### config.mk
export PLATFORM = sky130hd
export DESIGN_NAME = core_top
export DESIGN_NICKNAME = d
export VERILOG_FILES = /design/src/design/core_pkg.sv /design/src/design/isa_pkg.sv /design/src/design/fetch_unit.sv /design/src/design/controller.sv /design/src/design/register_file.sv /design/src/design/alu.sv /design/src/design/load_store_unit.sv /design/src/design/core_top.sv
export SDC_FILE = /design/constraint.sdc
export NUM_CORES = 2
export LEC_CHECK = 0
export BUFFER_PORTS_ARGS = -buffer_cell sky130_fd_sc_hd__buf_2
export CORE_UTILIZATION = 60
export CTS_BUF_LIST = sky130_fd_sc_hd__clkbuf_4 sky130_fd_sc_hd__clkbuf_8
export CTS_CLUSTER_DIAMETER = 150
export DETAILED_ROUTE_END_ITERATION = 10
export HOLD_SLACK_MARGIN = 0.15
export PLACE_DENSITY = 0.82
export SKIP_CTS_REPAIR_TIMING = 1
export SYNTH_ARGS = -nofsm -noshare
export SYNTH_HDL_FRONTEND = slang
export SYNTH_SLANG_ARGS = --single-unit
### constraint.sdc
create_clock -name clk_i -period 8.9 [get_ports clk_i]
set_input_delay 0.89 -clock clk_i [delete_from_list [all_inputs] [get_ports clk_i]]
set_output_delay 0.89 -clock clk_i [all_outputs]
set_load 0.01 [all_outputs]
### src/design/core_pkg.sv
package core_pkg;

  localparam int XLEN       = 32;  // data and address width
  localparam int REG_ADDR_W = 5;
  localparam int NUM_REGS   = 32;

  // ten result ops, then six compares that only set cmp_true
  typedef enum logic [4:0] {
    ALU_ADD,
    ALU_SUB,
    ALU_AND,
    ALU_OR,
    ALU_XOR,
    ALU_SLT,
    ALU_SLTU,
    ALU_SLL,
    ALU_SRL,
    ALU_SRA,
    ALU_EQ,
    ALU_NE,
    ALU_LT,
    ALU_GE,
    ALU_LTU,
    ALU_GEU
  } alu_op_e;

  // one instruction in flight at a time
  typedef enum logic [1:0] {
    FETCH,
    DECODE,
    EXECUTE,
    MEM_WAIT
  } ctrl_state_e;

endpackage

### src/design/isa_pkg.sv
package isa_pkg;

  localparam logic [6:0] OPC_LUI    = 7'b0110111;
  localparam logic [6:0] OPC_OP     = 7'b0110011;
  localparam logic [6:0] OPC_OP_IMM = 7'b0010011;
  localparam logic [6:0] OPC_LOAD   = 7'b0000011;
  localparam logic [6:0] OPC_STORE  = 7'b0100011;
  localparam logic [6:0] OPC_BRANCH = 7'b1100011;
  localparam logic [6:0] OPC_JAL    = 7'b1101111;

  // funct3 for OP and OP_IMM
  localparam logic [2:0] F3_ADD_SUB = 3'b000;
  localparam logic [2:0] F3_SLL     = 3'b001;
  localparam logic [2:0] F3_SLT     = 3'b010;
  localparam logic [2:0] F3_SLTU    = 3'b011;
  localparam logic [2:0] F3_XOR     = 3'b100;
  localparam logic [2:0] F3_SRL_SRA = 3'b101;
  localparam logic [2:0] F3_OR      = 3'b110;
  localparam logic [2:0] F3_AND     = 3'b111;

  // funct3 for BRANCH
  localparam logic [2:0] F3_BEQ  = 3'b000;
  localparam logic [2:0] F3_BNE  = 3'b001;
  localparam logic [2:0] F3_BLT  = 3'b100;
  localparam logic [2:0] F3_BGE  = 3'b101;
  localparam logic [2:0] F3_BLTU = 3'b110;
  localparam logic [2:0] F3_BGEU = 3'b111;

  localparam logic [6:0] F7_ALT = 7'b0100000;  // sub, sra, srai

  typedef struct packed {
    logic [6:0] funct7;
    logic [4:0] rs2;
    logic [4:0] rs1;
    logic [2:0] funct3;
    logic [4:0] rd;
    logic [6:0] opcode;
  } r_fmt_t;

  typedef struct packed {
    logic [11:0] imm;
    logic [19:0] rest;
  } i_fmt_t;

  typedef struct packed {
    logic [6:0]  imm_hi;
    logic [12:0] regs;
    logic [4:0]  imm_lo;
    logic [6:0]  opcode;
  } s_fmt_t;

  typedef struct packed {
    logic        imm_12;
    logic [5:0]  imm_10_5;
    logic [12:0] regs;
    logic [3:0]  imm_4_1;
    logic        imm_11;
    logic [6:0]  opcode;
  } b_fmt_t;

  typedef struct packed {
    logic [19:0] imm;
    logic [11:0] rest;
  } u_fmt_t;

  typedef struct packed {
    logic        imm_20;
    logic [9:0]  imm_10_1;
    logic        imm_11;
    logic [7:0]  imm_19_12;
    logic [11:0] rest;
  } j_fmt_t;

  // one instruction word, six ways to read it
  typedef union packed {
    r_fmt_t r;
    i_fmt_t i;
    s_fmt_t s;
    b_fmt_t b;
    u_fmt_t u;
    j_fmt_t j;
  } instr_u;

endpackage

### src/design/fetch_unit.sv
`timescale 1ns/100ps

module fetch_unit import core_pkg::*; (
  input  logic            clk_i,
  input  logic            rst_i,
  input  logic [XLEN-1:0] boot_addr_i,
  input  logic            fetch_start_i,
  input  logic            pc_update_i,
  input  logic            pc_jump_i,
  input  logic [XLEN-1:0] jump_offset_i,
  output logic            instr_req_o,
  output logic [XLEN-1:0] instr_addr_o,
  input  logic            instr_gnt_i,
  input  logic            instr_rvalid_i,
  input  logic [XLEN-1:0] instr_rdata_i,
  output logic            instr_valid_o,
  output logic [XLEN-1:0] instr_o,
  output logic [XLEN-1:0] pc_o,
  output logic [XLEN-1:0] pc_plus4_o
);

  logic [XLEN-1:0] pc_q;
  logic [XLEN-1:0] instr_q;
  logic            req_q;   // address phase, held until grant
  logic            wait_q;  // granted, response pending
  logic            valid_q;

  assign pc_plus4_o = pc_q + XLEN'(4);

  always_ff @(posedge clk_i) begin
    if (rst_i) begin
      pc_q    <= boot_addr_i;
      req_q   <= 1'b0;
      wait_q  <= 1'b0;
      valid_q <= 1'b0;
    end else begin
      valid_q <= 1'b0;
      if (pc_update_i) begin
        pc_q <= pc_jump_i ? pc_q + jump_offset_i : pc_plus4_o;
      end
      if (fetch_start_i) begin
        req_q <= 1'b1;
      end else if (req_q && instr_gnt_i) begin
        req_q  <= 1'b0;
        wait_q <= 1'b1;
      end
      if (wait_q && instr_rvalid_i) begin
        wait_q  <= 1'b0;
        valid_q <= 1'b1;
      end
    end
  end

  always_ff @(posedge clk_i) begin
    if (wait_q && instr_rvalid_i) begin
      instr_q <= instr_rdata_i;
    end
  end

  assign instr_req_o   = req_q;
  assign instr_addr_o  = pc_q;  // pc only moves in EXECUTE, so stable under req
  assign instr_valid_o = valid_q;
  assign instr_o       = instr_q;
  assign pc_o          = pc_q;

endmodule

### src/design/controller.sv
`timescale 1ns/100ps

module controller import core_pkg::*, isa_pkg::*; (
  input  logic                  clk_i,
  input  logic                  rst_i,
  input  logic                  instr_valid_i,
  input  logic [XLEN-1:0]       instr_i,
  input  logic [XLEN-1:0]       pc_i,
  input  logic [XLEN-1:0]       pc_plus4_i,
  output logic                  fetch_start_o,
  output logic                  pc_update_o,
  output logic                  pc_jump_o,
  output logic [XLEN-1:0]       jump_offset_o,
  output logic [REG_ADDR_W-1:0] rs1_addr_o,
  output logic [REG_ADDR_W-1:0] rs2_addr_o,
  output logic [REG_ADDR_W-1:0] rd_addr_o,
  output logic                  rd_we_o,
  output logic [XLEN-1:0]       rd_data_o,
  input  logic [XLEN-1:0]       rs1_data_i,
  input  logic [XLEN-1:0]       rs2_data_i,
  output alu_op_e               alu_op_o,
  output logic [XLEN-1:0]       alu_a_o,
  output logic [XLEN-1:0]       alu_b_o,
  input  logic [XLEN-1:0]       alu_result_i,
  input  logic                  cmp_true_i,
  output logic                  mem_start_o,
  output logic                  mem_we_o,
  output logic [XLEN-1:0]       mem_addr_o,
  output logic [XLEN-1:0]       mem_wdata_o,
  input  logic                  mem_done_i,
  input  logic [XLEN-1:0]       mem_rdata_i
);

  ctrl_state_e     state_q;
  logic            fetch_busy_q;  // request handed to the fetch unit
  instr_u          instr_q;
  logic [XLEN-1:0] imm;
  logic [XLEN-1:0] imm_q;
  logic [6:0]      opcode;
  logic            is_mem;
  logic            writes_rd;

  assign opcode    = instr_q.r.opcode;
  assign is_mem    = (opcode == OPC_LOAD) || (opcode == OPC_STORE);
  assign writes_rd = (opcode == OPC_OP) || (opcode == OPC_OP_IMM) ||
                     (opcode == OPC_LUI) || (opcode == OPC_JAL);

  ////////////////////////////////////////////////////////////
  // decode

  always_comb begin
    case (opcode)
      OPC_LUI:    imm = {instr_q.u.imm, 12'b0};
      OPC_STORE:  imm = {{20{instr_q.s.imm_hi[6]}}, instr_q.s.imm_hi, instr_q.s.imm_lo};
      OPC_BRANCH: imm = {{20{instr_q.b.imm_12}}, instr_q.b.imm_11, instr_q.b.imm_10_5,
                         instr_q.b.imm_4_1, 1'b0};
      OPC_JAL:    imm = {{12{instr_q.j.imm_20}}, instr_q.j.imm_19_12, instr_q.j.imm_11,
                         instr_q.j.imm_10_1, 1'b0};
      default:    imm = {{20{instr_q.i.imm[11]}}, instr_q.i.imm};
    endcase
  end

  always_comb begin
    alu_op_o = ALU_ADD;  // loads, stores, jal
    if (opcode == OPC_OP || opcode == OPC_OP_IMM) begin
      case (instr_q.r.funct3)
        F3_ADD_SUB: alu_op_o = (opcode == OPC_OP && instr_q.r.funct7 == F7_ALT) ?
                               ALU_SUB : ALU_ADD;
        F3_SLL:     alu_op_o = ALU_SLL;
        F3_SLT:     alu_op_o = ALU_SLT;
        F3_SLTU:    alu_op_o = ALU_SLTU;
        F3_XOR:     alu_op_o = ALU_XOR;
        F3_SRL_SRA: alu_op_o = (instr_q.r.funct7 == F7_ALT) ? ALU_SRA : ALU_SRL;
        F3_OR:      alu_op_o = ALU_OR;
        default:    alu_op_o = ALU_AND;
      endcase
    end else if (opcode == OPC_BRANCH) begin
      case (instr_q.r.funct3)
        F3_BNE:  alu_op_o = ALU_NE;
        F3_BLT:  alu_op_o = ALU_LT;
        F3_BGE:  alu_op_o = ALU_GE;
        F3_BLTU: alu_op_o = ALU_LTU;
        F3_BGEU: alu_op_o = ALU_GEU;
        default: alu_op_o = ALU_EQ;  // beq and reserved encodings
      endcase
    end
  end

  assign rs1_addr_o = instr_q.r.rs1;
  assign rs2_addr_o = instr_q.r.rs2;  // same slot in S and B
  assign rd_addr_o  = instr_q.r.rd;
  assign alu_a_o    = (opcode == OPC_JAL) ? pc_i : rs1_data_i;  // jal: alu shows target
  assign alu_b_o    = (opcode == OPC_OP || opcode == OPC_BRANCH) ? rs2_data_i : imm_q;

  ////////////////////////////////////////////////////////////
  // sequencer

  always_ff @(posedge clk_i) begin
    if (rst_i) begin
      state_q      <= FETCH;
      fetch_busy_q <= 1'b0;
    end else begin
      if (fetch_start_o) fetch_busy_q <= 1'b1;
      case (state_q)
        FETCH: begin
          if (instr_valid_i) begin
            state_q      <= DECODE;
            fetch_busy_q <= 1'b0;
          end
        end
        DECODE:   state_q <= EXECUTE;
        EXECUTE:  state_q <= is_mem ? MEM_WAIT : FETCH;
        MEM_WAIT: if (mem_done_i) state_q <= FETCH;
        default:  state_q <= FETCH;
      endcase
    end
  end

  always_ff @(posedge clk_i) begin
    if (instr_valid_i) instr_q <= instr_i;
    if (state_q == DECODE) imm_q <= imm;
  end

  assign fetch_start_o = (state_q == FETCH) && !fetch_busy_q;
  assign mem_start_o   = (state_q == EXECUTE) && is_mem;
  assign mem_we_o      = (opcode == OPC_STORE);
  assign mem_addr_o    = alu_result_i;  // rs1 + imm
  assign mem_wdata_o   = rs2_data_i;

  assign pc_update_o   = ((state_q == EXECUTE) && !is_mem) ||
                         ((state_q == MEM_WAIT) && mem_done_i);
  assign pc_jump_o     = (opcode == OPC_JAL) || ((opcode == OPC_BRANCH) && cmp_true_i);
  assign jump_offset_o = imm_q;

  assign rd_we_o = ((state_q == EXECUTE) && writes_rd) ||
                   ((state_q == MEM_WAIT) && mem_done_i && (opcode == OPC_LOAD));

  always_comb begin
    case (opcode)
      OPC_LUI:  rd_data_o = imm_q;
      OPC_JAL:  rd_data_o = pc_plus4_i;  // link
      OPC_LOAD: rd_data_o = mem_rdata_i;
      default:  rd_data_o = alu_result_i;
    endcase
  end

endmodule

### src/design/register_file.sv
`timescale 1ns/100ps

module register_file import core_pkg::*; (
  input  logic                  clk_i,
  input  logic                  rst_i,
  input  logic [REG_ADDR_W-1:0] raddr_a_i,
  input  logic [REG_ADDR_W-1:0] raddr_b_i,
  input  logic [REG_ADDR_W-1:0] waddr_i,
  input  logic                  we_i,
  input  logic [XLEN-1:0]       wdata_i,
  output logic [XLEN-1:0]       rdata_a_o,
  output logic [XLEN-1:0]       rdata_b_o
);

  logic [XLEN-1:0] regs_q [NUM_REGS];

  always_ff @(posedge clk_i) begin
    if (rst_i) begin
      for (int i = 0; i < NUM_REGS; i++) begin
        regs_q[i] <= '0;
      end
    end else if (we_i && waddr_i != '0) begin  // x0 writes dropped
      regs_q[waddr_i] <= wdata_i;
    end
  end

  // asynchronous read ports
  assign rdata_a_o = (raddr_a_i == '0) ? '0 : regs_q[raddr_a_i];
  assign rdata_b_o = (raddr_b_i == '0) ? '0 : regs_q[raddr_b_i];

endmodule

### src/design/alu.sv
`timescale 1ns/100ps

module alu import core_pkg::*; (
  input  alu_op_e         op_i,
  input  logic [XLEN-1:0] operand_a_i,
  input  logic [XLEN-1:0] operand_b_i,
  output logic [XLEN-1:0] result_o,
  output logic            cmp_true_o
);

  logic [4:0] shamt;
  logic       lt_s;
  logic       lt_u;
  logic       eq;

  assign shamt = operand_b_i[4:0];
  assign lt_s  = $signed(operand_a_i) < $signed(operand_b_i);
  assign lt_u  = operand_a_i < operand_b_i;
  assign eq    = operand_a_i == operand_b_i;

  always_comb begin
    result_o   = '0;
    cmp_true_o = 1'b0;
    case (op_i)
      ALU_ADD:  result_o = operand_a_i + operand_b_i;
      ALU_SUB:  result_o = operand_a_i - operand_b_i;
      ALU_AND:  result_o = operand_a_i & operand_b_i;
      ALU_OR:   result_o = operand_a_i | operand_b_i;
      ALU_XOR:  result_o = operand_a_i ^ operand_b_i;
      ALU_SLT:  result_o = {{(XLEN-1){1'b0}}, lt_s};
      ALU_SLTU: result_o = {{(XLEN-1){1'b0}}, lt_u};
      ALU_SLL:  result_o = operand_a_i << shamt;
      ALU_SRL:  result_o = operand_a_i >> shamt;
      ALU_SRA:  result_o = $unsigned($signed(operand_a_i) >>> shamt);
      // branch conditions
      ALU_EQ:   cmp_true_o = eq;
      ALU_NE:   cmp_true_o = !eq;
      ALU_LT:   cmp_true_o = lt_s;
      ALU_GE:   cmp_true_o = !lt_s;
      ALU_LTU:  cmp_true_o = lt_u;
      default:  cmp_true_o = !lt_u;  // geu
    endcase
  end

endmodule

### src/design/load_store_unit.sv
`timescale 1ns/100ps

module load_store_unit import core_pkg::*; (
  input  logic            clk_i,
  input  logic            rst_i,
  input  logic            start_i,
  input  logic            we_i,
  input  logic [XLEN-1:0] addr_i,
  input  logic [XLEN-1:0] wdata_i,
  output logic            data_req_o,
  output logic            data_we_o,
  output logic [XLEN-1:0] data_addr_o,
  output logic [XLEN-1:0] data_wdata_o,
  input  logic            data_gnt_i,
  input  logic            data_rvalid_i,
  input  logic [XLEN-1:0] data_rdata_i,
  output logic            done_o,
  output logic [XLEN-1:0] rdata_o
);

  logic            req_q;
  logic            wait_q;  // one transfer outstanding
  logic            done_q;
  logic            we_q;
  logic [XLEN-1:0] addr_q;
  logic [XLEN-1:0] wdata_q;
  logic [XLEN-1:0] rdata_q;

  always_ff @(posedge clk_i) begin
    if (rst_i) begin
      req_q  <= 1'b0;
      wait_q <= 1'b0;
      done_q <= 1'b0;
    end else begin
      done_q <= 1'b0;
      if (start_i) begin
        req_q <= 1'b1;
      end else if (req_q && data_gnt_i) begin
        req_q  <= 1'b0;
        wait_q <= 1'b1;
      end
      if (wait_q && data_rvalid_i) begin
        wait_q <= 1'b0;
        done_q <= 1'b1;
      end
    end
  end

  // request fields held from start until grant
  always_ff @(posedge clk_i) begin
    if (start_i) begin
      we_q    <= we_i;
      addr_q  <= addr_i;
      wdata_q <= wdata_i;
    end
    if (wait_q && data_rvalid_i) rdata_q <= data_rdata_i;  // ignored for stores
  end

  assign data_req_o   = req_q;
  assign data_we_o    = we_q;
  assign data_addr_o  = addr_q;
  assign data_wdata_o = wdata_q;
  assign done_o       = done_q;
  assign rdata_o      = rdata_q;

endmodule

### src/design/core_top.sv
`timescale 1ns/100ps

module core_top import core_pkg::*; (
  input  logic            clk_i,
  input  logic            rst_i,
  input  logic [XLEN-1:0] boot_addr_i,
  // instruction bus
  output logic            instr_req_o,
  output logic [XLEN-1:0] instr_addr_o,
  input  logic            instr_gnt_i,
  input  logic            instr_rvalid_i,
  input  logic [XLEN-1:0] instr_rdata_i,
  // data bus
  output logic            data_req_o,
  output logic            data_we_o,
  output logic [XLEN-1:0] data_addr_o,
  output logic [XLEN-1:0] data_wdata_o,
  input  logic            data_gnt_i,
  input  logic            data_rvalid_i,
  input  logic [XLEN-1:0] data_rdata_i
);

  logic                  fetch_start;
  logic                  pc_update;
  logic                  pc_jump;
  logic [XLEN-1:0]       jump_offset;
  logic                  instr_valid;
  logic [XLEN-1:0]       instr;
  logic [XLEN-1:0]       pc;
  logic [XLEN-1:0]       pc_plus4;
  logic [REG_ADDR_W-1:0] rs1_addr;
  logic [REG_ADDR_W-1:0] rs2_addr;
  logic [REG_ADDR_W-1:0] rd_addr;
  logic                  rd_we;
  logic [XLEN-1:0]       rd_data;
  logic [XLEN-1:0]       rs1_data;
  logic [XLEN-1:0]       rs2_data;
  alu_op_e               alu_op;
  logic [XLEN-1:0]       alu_a;
  logic [XLEN-1:0]       alu_b;
  logic [XLEN-1:0]       alu_result;
  logic                  cmp_true;
  logic                  mem_start;
  logic                  mem_we;
  logic [XLEN-1:0]       mem_addr;
  logic [XLEN-1:0]       mem_wdata;
  logic                  mem_done;
  logic [XLEN-1:0]       mem_rdata;

  ////////////////////////////////////////////////////////////
  // fetch and control

  fetch_unit i_fetch_unit (
    .clk_i(clk_i), .rst_i(rst_i), .boot_addr_i(boot_addr_i),
    .fetch_start_i(fetch_start), .pc_update_i(pc_update),
    .pc_jump_i(pc_jump), .jump_offset_i(jump_offset),
    .instr_req_o(instr_req_o), .instr_addr_o(instr_addr_o),
    .instr_gnt_i(instr_gnt_i), .instr_rvalid_i(instr_rvalid_i),
    .instr_rdata_i(instr_rdata_i),
    .instr_valid_o(instr_valid), .instr_o(instr),
    .pc_o(pc), .pc_plus4_o(pc_plus4)
  );

  controller i_controller (
    .clk_i(clk_i), .rst_i(rst_i),
    .instr_valid_i(instr_valid), .instr_i(instr),
    .pc_i(pc), .pc_plus4_i(pc_plus4),
    .fetch_start_o(fetch_start), .pc_update_o(pc_update),
    .pc_jump_o(pc_jump), .jump_offset_o(jump_offset),
    .rs1_addr_o(rs1_addr), .rs2_addr_o(rs2_addr), .rd_addr_o(rd_addr),
    .rd_we_o(rd_we), .rd_data_o(rd_data),
    .rs1_data_i(rs1_data), .rs2_data_i(rs2_data),
    .alu_op_o(alu_op), .alu_a_o(alu_a), .alu_b_o(alu_b),
    .alu_result_i(alu_result), .cmp_true_i(cmp_true),
    .mem_start_o(mem_start), .mem_we_o(mem_we),
    .mem_addr_o(mem_addr), .mem_wdata_o(mem_wdata),
    .mem_done_i(mem_done), .mem_rdata_i(mem_rdata)
  );

  ////////////////////////////////////////////////////////////
  // datapath

  register_file i_register_file (
    .clk_i(clk_i), .rst_i(rst_i),
    .raddr_a_i(rs1_addr), .raddr_b_i(rs2_addr), .waddr_i(rd_addr),
    .we_i(rd_we), .wdata_i(rd_data),
    .rdata_a_o(rs1_data), .rdata_b_o(rs2_data)
  );

  alu i_alu (
    .op_i(alu_op), .operand_a_i(alu_a), .operand_b_i(alu_b),
    .result_o(alu_result), .cmp_true_o(cmp_true)
  );

  load_store_unit i_load_store_unit (
    .clk_i(clk_i), .rst_i(rst_i),
    .start_i(mem_start), .we_i(mem_we), .addr_i(mem_addr), .wdata_i(mem_wdata),
    .data_req_o(data_req_o), .data_we_o(data_we_o),
    .data_addr_o(data_addr_o), .data_wdata_o(data_wdata_o),
    .data_gnt_i(data_gnt_i), .data_rvalid_i(data_rvalid_i),
    .data_rdata_i(data_rdata_i),
    .done_o(mem_done), .rdata_o(mem_rdata)
  );

endmodule

==> metrics.md <==
| Metric | Value |
|---|---|
| Outcome | `finished with violations` |
| Failing checks | `capacitance limit, slew limit` |
| TritonCTS clock tree | `done` |
| Row count | `128` |
| #FFs+latches synth | `about 1,300` |
| Seq/Total Area, Yosys | `51.3%` |
| DR iter-0 viols | `12,000` |
| Clock transition at the registers of the reported paths | `0.06 ns` |
| CTS buffer count | `200` |
| Clock group share of total power | `about two fifths` |
| Hold Crit Depth | `1` |
| Post-Syn Area | `approximately 74,000 um^2` |
| Fill cells | `8,526` |
| Fin. Hold Viols | `0` |
| DRT Pass-1 Iters | `10` |
| Worst hold start | `data_rdata_i[30]` |
| Post-Syn Instances | `6,053` |
| Post-DP HPWL | `223,000 um` |
| FF-to-FF setup slack | `0.58 ns` |
| Synth Flop Type | `edfxtp_1` |
| Post-synth cell types | `100` |
| Die Span Y | `353 um` |
| Post-DRT Antenna Nets | `0` |
| Total Wirelength | `327,000 um` |
| Setup TNS | `0 ns` |
| # nets final | `around 6,500` |
| Post-layout instance area | `81,800 um^2` |
| Worst clock skew | `0.0826 ns` |
| Largest net degree at the start of global routing | `66` |
| Die area | `125,000 um^2` |
| Clock Sinks | `1,268` |
| CP required | `9.56 ns` |
| Leak | `30.2 nW` |
| Vias post-DR | `62,000` |
| IO Pins | `201` |
| PwrDens | `160 nW/um^2` |
| Yosys warnings | `0` |
| Worst EP arrival | `8.98 ns` |
| Area growth syn-to-layout | `10.7%` |
| Final setup vio count | `0` |
| Comb pwr share | `9.5%` |
| Crit-path max FO | `50` |
| First-pass GRT wire length | `447,000 um` |
| Die X | `353 um` |
| Root Driver | `clkbuf_8` |
| Max clock buf depth | `3` |
| Worst R2R End | `i_register_file.regs_q[22][29]$_SDFFCE_PN0P_` |
| IO buf count | `200` |
| Least-Margin Pin Slew | `about 1.5 ns` |
| GRT Util Overall | `51.6%` |
| Net Switching | `0.00348 W` |
| CTS HTree Levels | `4` |
| Core Area | `between 100,000 and 150,000 um^2` |
| Max Freq | `120 MHz` |
| Ys async rst share | `0%` |
| CP endpoint kind | `flop` |
| Gpl congestion | `roughly 1.1` |
| Sw frac | `a little over a quarter` |
| Total gr overflow | `0` |
| Hold EP | `i_load_store_unit.rdata_o[30]$_DFFE_PP_` |
| Number of global-route vias before repair | `about 60,000` |
| Area post-placement | `77,300 um^2` |
| Initial antenna violation count | `25` |
| Cell-internal power | `0.00964 W` |
| Min Tclk post-route | `a little over 8 ns` |
| Routed len/inst | `40.5 um` |
| Hold Crit Class | `input pin to flop` |
| Drt via density | `7.68` |
| Crit share post-route | `roughly 93%` |
| Worst vdd ir | `158 uV` |
| Rel. slew slack | `-1.90%` |
| Layout cell share with drive strength beyond 1 | `a little under a quarter` |
| Core Util, Final | `67.0%` |
| Startpoint types | `flop` |
| Drt drc | `0` |
| Initial core utilization | `about 61%` |
| Post-synth EDFFs | `around 1,200` |
| Seq pwr share | `between 50% and 60%` |
| Syn_area_per_cell | `12.2 um^2` |
| Skew-Pair Late Insertion Delay | `1.00 ns` |
| Setup repair after global routing missed its margin | `false` |
| Max Cap Viol | `2` |
| Final Slew Violations | `4` |
| Worst reg-to-reg path cell count | `24` |
| Critical path class | `flop to flop` |
[area by class of cell]
cell class              instances  area [um^2]  area share [%]
well taps                    1625         2030            2.49
clock buffers                 271         3300            4.03
inverters                     122          462           0.564
diodes                          9         22.5          0.0275
multi-input cells            4151        33500            41.0
clock inverters                89          574           0.702
repair buffers                539         3960            4.84
flip-flops and latches       1268        37900            46.3
[state kept, by name, indices dropped and copies added, names as in the netlist, 2 cells and up, named ones only]
register and flops:
i_register_file.regs_q 1024, i_controller.instr_q 32, i_controller.jump_offset_o 32, i_fetch_unit.instr_addr_o 32
i_fetch_unit.instr_o 32, i_load_store_unit.data_addr_o 32, i_load_store_unit.data_wdata_o 32, i_load_store_unit.rdata_o 32
i_controller.state_q 2
[layout by cell type (no fill, tap or decap), types with 41 or more instances in the layout]
master         instances
a21o_1                62
nor3_1               142
o211ai_1              41
dlygate4sd3_1         63
o21ai_0              138
inv_1                111
clkbuf_8             202
a21oi_1              237
mux4_2               475
a22oi_1               96
xnor2_1               49
clkbuf_4              69
mux2i_1              363
edfxtp_1            1249
nand2_1              324
clkinv_1              51
nor2_1              1155
buf_2                199
mux2_2                66
a211oi_1              41
nand3_1               81
ha_1                 129
buf_4                257
[synth_stat cells (20+ instances only)]
cell type | count | area share [%]
nand3_1 | 81 | 0.55
clkbuf_1 | 314 | 1.6
a211oi_1 | 42 | 0.43
nand4_1 | 20 | 0.17
mux2i_1 | 366 | 5.0
nand2b_1 | 56 | 0.47
edfxtp_1 | 1249 | 51
a31oi_1 | 26 | 0.22
or3_1 | 21 | 0.18
o21bai_1 | 21 | 0.21
a221oi_1 | 38 | 0.45
a221o_1 | 28 | 0.38
mux4_2 | 475 | 14
xnor2_1 | 49 | 0.58
nand2_1 | 345 | 1.8
o21ai_1 | 25 | 0.17
xor2_1 | 26 | 0.31
o211ai_1 | 41 | 0.42
o22ai_1 | 33 | 0.28
a22oi_1 | 96 | 0.98
and3_1 | 25 | 0.21
ha_1 | 129 | 2.2
nor3_1 | 142 | 0.96
buf_2 | 118 | 0.80
a21o_1 | 62 | 0.63
buf_6 | 21 | 0.32
nor2b_1 | 32 | 0.27
nor2_1 | 1164 | 5.9
o21ai_0 | 139 | 0.94
inv_1 | 112 | 0.57
buf_4 | 46 | 0.47
a22o_1 | 36 | 0.43
and2_1 | 25 | 0.21
a21oi_1 | 242 | 1.6
mux2_2 | 66 | 1.0
buf_1 | 44 | 0.22
[per-layer routing]
layer	wire length (um)	track usage [%]
met1	106000	66.3
met4	29300	35.5
met5	204	0.566
met3	58700	21.7
met2	132000	71.0
[metrics by stage]
step	hold WS [ns]	cells	setup slack, ns	total power, W
4_1_cts	0.0666	8002	1.04	0.0129
3_5_place_dp	0.406	7642	1.11	0.00814
5_1_grt	0.185	8068	0.499	0.0133
2_1_floorplan	0.400	6084	1.74	0.00761
6_report	0.214	8074	0.584	0.0131
3_3_place_gp	0.405	7642	1.19	0.00811
[critical path: stages (launching register included)]
cell and delay [ns]:
dfxtp_4 0.70, buf_12 0.29, nor2b_1 0.91, a22oi_1 0.22
a21oi_1 0.48, nor4_1 0.31, mux2i_4 0.23, buf_4 0.64
inv_2 0.12, ha_1 0.30, nor2_1 0.13, a221oi_1 0.11
o22ai_1 0.22, a21oi_1 0.19, buf_4 0.24, a311oi_1 0.49
nor4b_1 0.11, buf_4 0.18, o41ai_1 0.34, o21ai_0 0.19
xnor2_1 0.36, o221ai_1 0.28, a211oi_4 0.34, buf_4 0.41
nor3_1 0.11
[cells by family (layout without fill, tap and decap cells)]
family          after synthesis  in the layout  share of synthesized area (%)
flops                      1268           1268                           51.3
other cells                   1             41                        0.00508
buf+inv                     665           1021                           4.03
mux                         907            907                           20.4
compound gates             1033           1033                           9.73
xor+xnor                     75             75                          0.889
simple gates               1972           1972                           11.3
fa+ha+maj                   132            132                           2.27
[power groups by stage]
stage               clock network, W  registers, W  logic, W
floorplan                          0       0.00693  0.000677
global placement                   0       0.00698   0.00113
detailed placement                 0       0.00700   0.00114
CTS                          0.00492       0.00687   0.00115
global route                 0.00516       0.00689   0.00125
finish                       0.00500       0.00688   0.00124
[worst max path at each step]
stage	start	end	slack [ns]	cells after the start
after global placement	flop	i_register_file.regs_q[12][29]$_SDFFCE_PN0P_	1.19	24
after CTS	flop	i_register_file.regs_q[22][29]$_SDFFCE_PN0P_	1.04	23
final	flop	i_register_file.regs_q[22][29]$_SDFFCE_PN0P_	0.58	24
after detailed placement	flop	i_register_file.regs_q[10][29]$_SDFFCE_PN0P_	1.11	24
after global routing	flop	i_register_file.regs_q[1][26]$_SDFFCE_PN0P_	0.50	24
after floorplan	flop	i_fetch_unit.instr_addr_o[10]$_DFFE_PP_	1.74	26
Note: power is estimated with default switching activity, not from simulation.
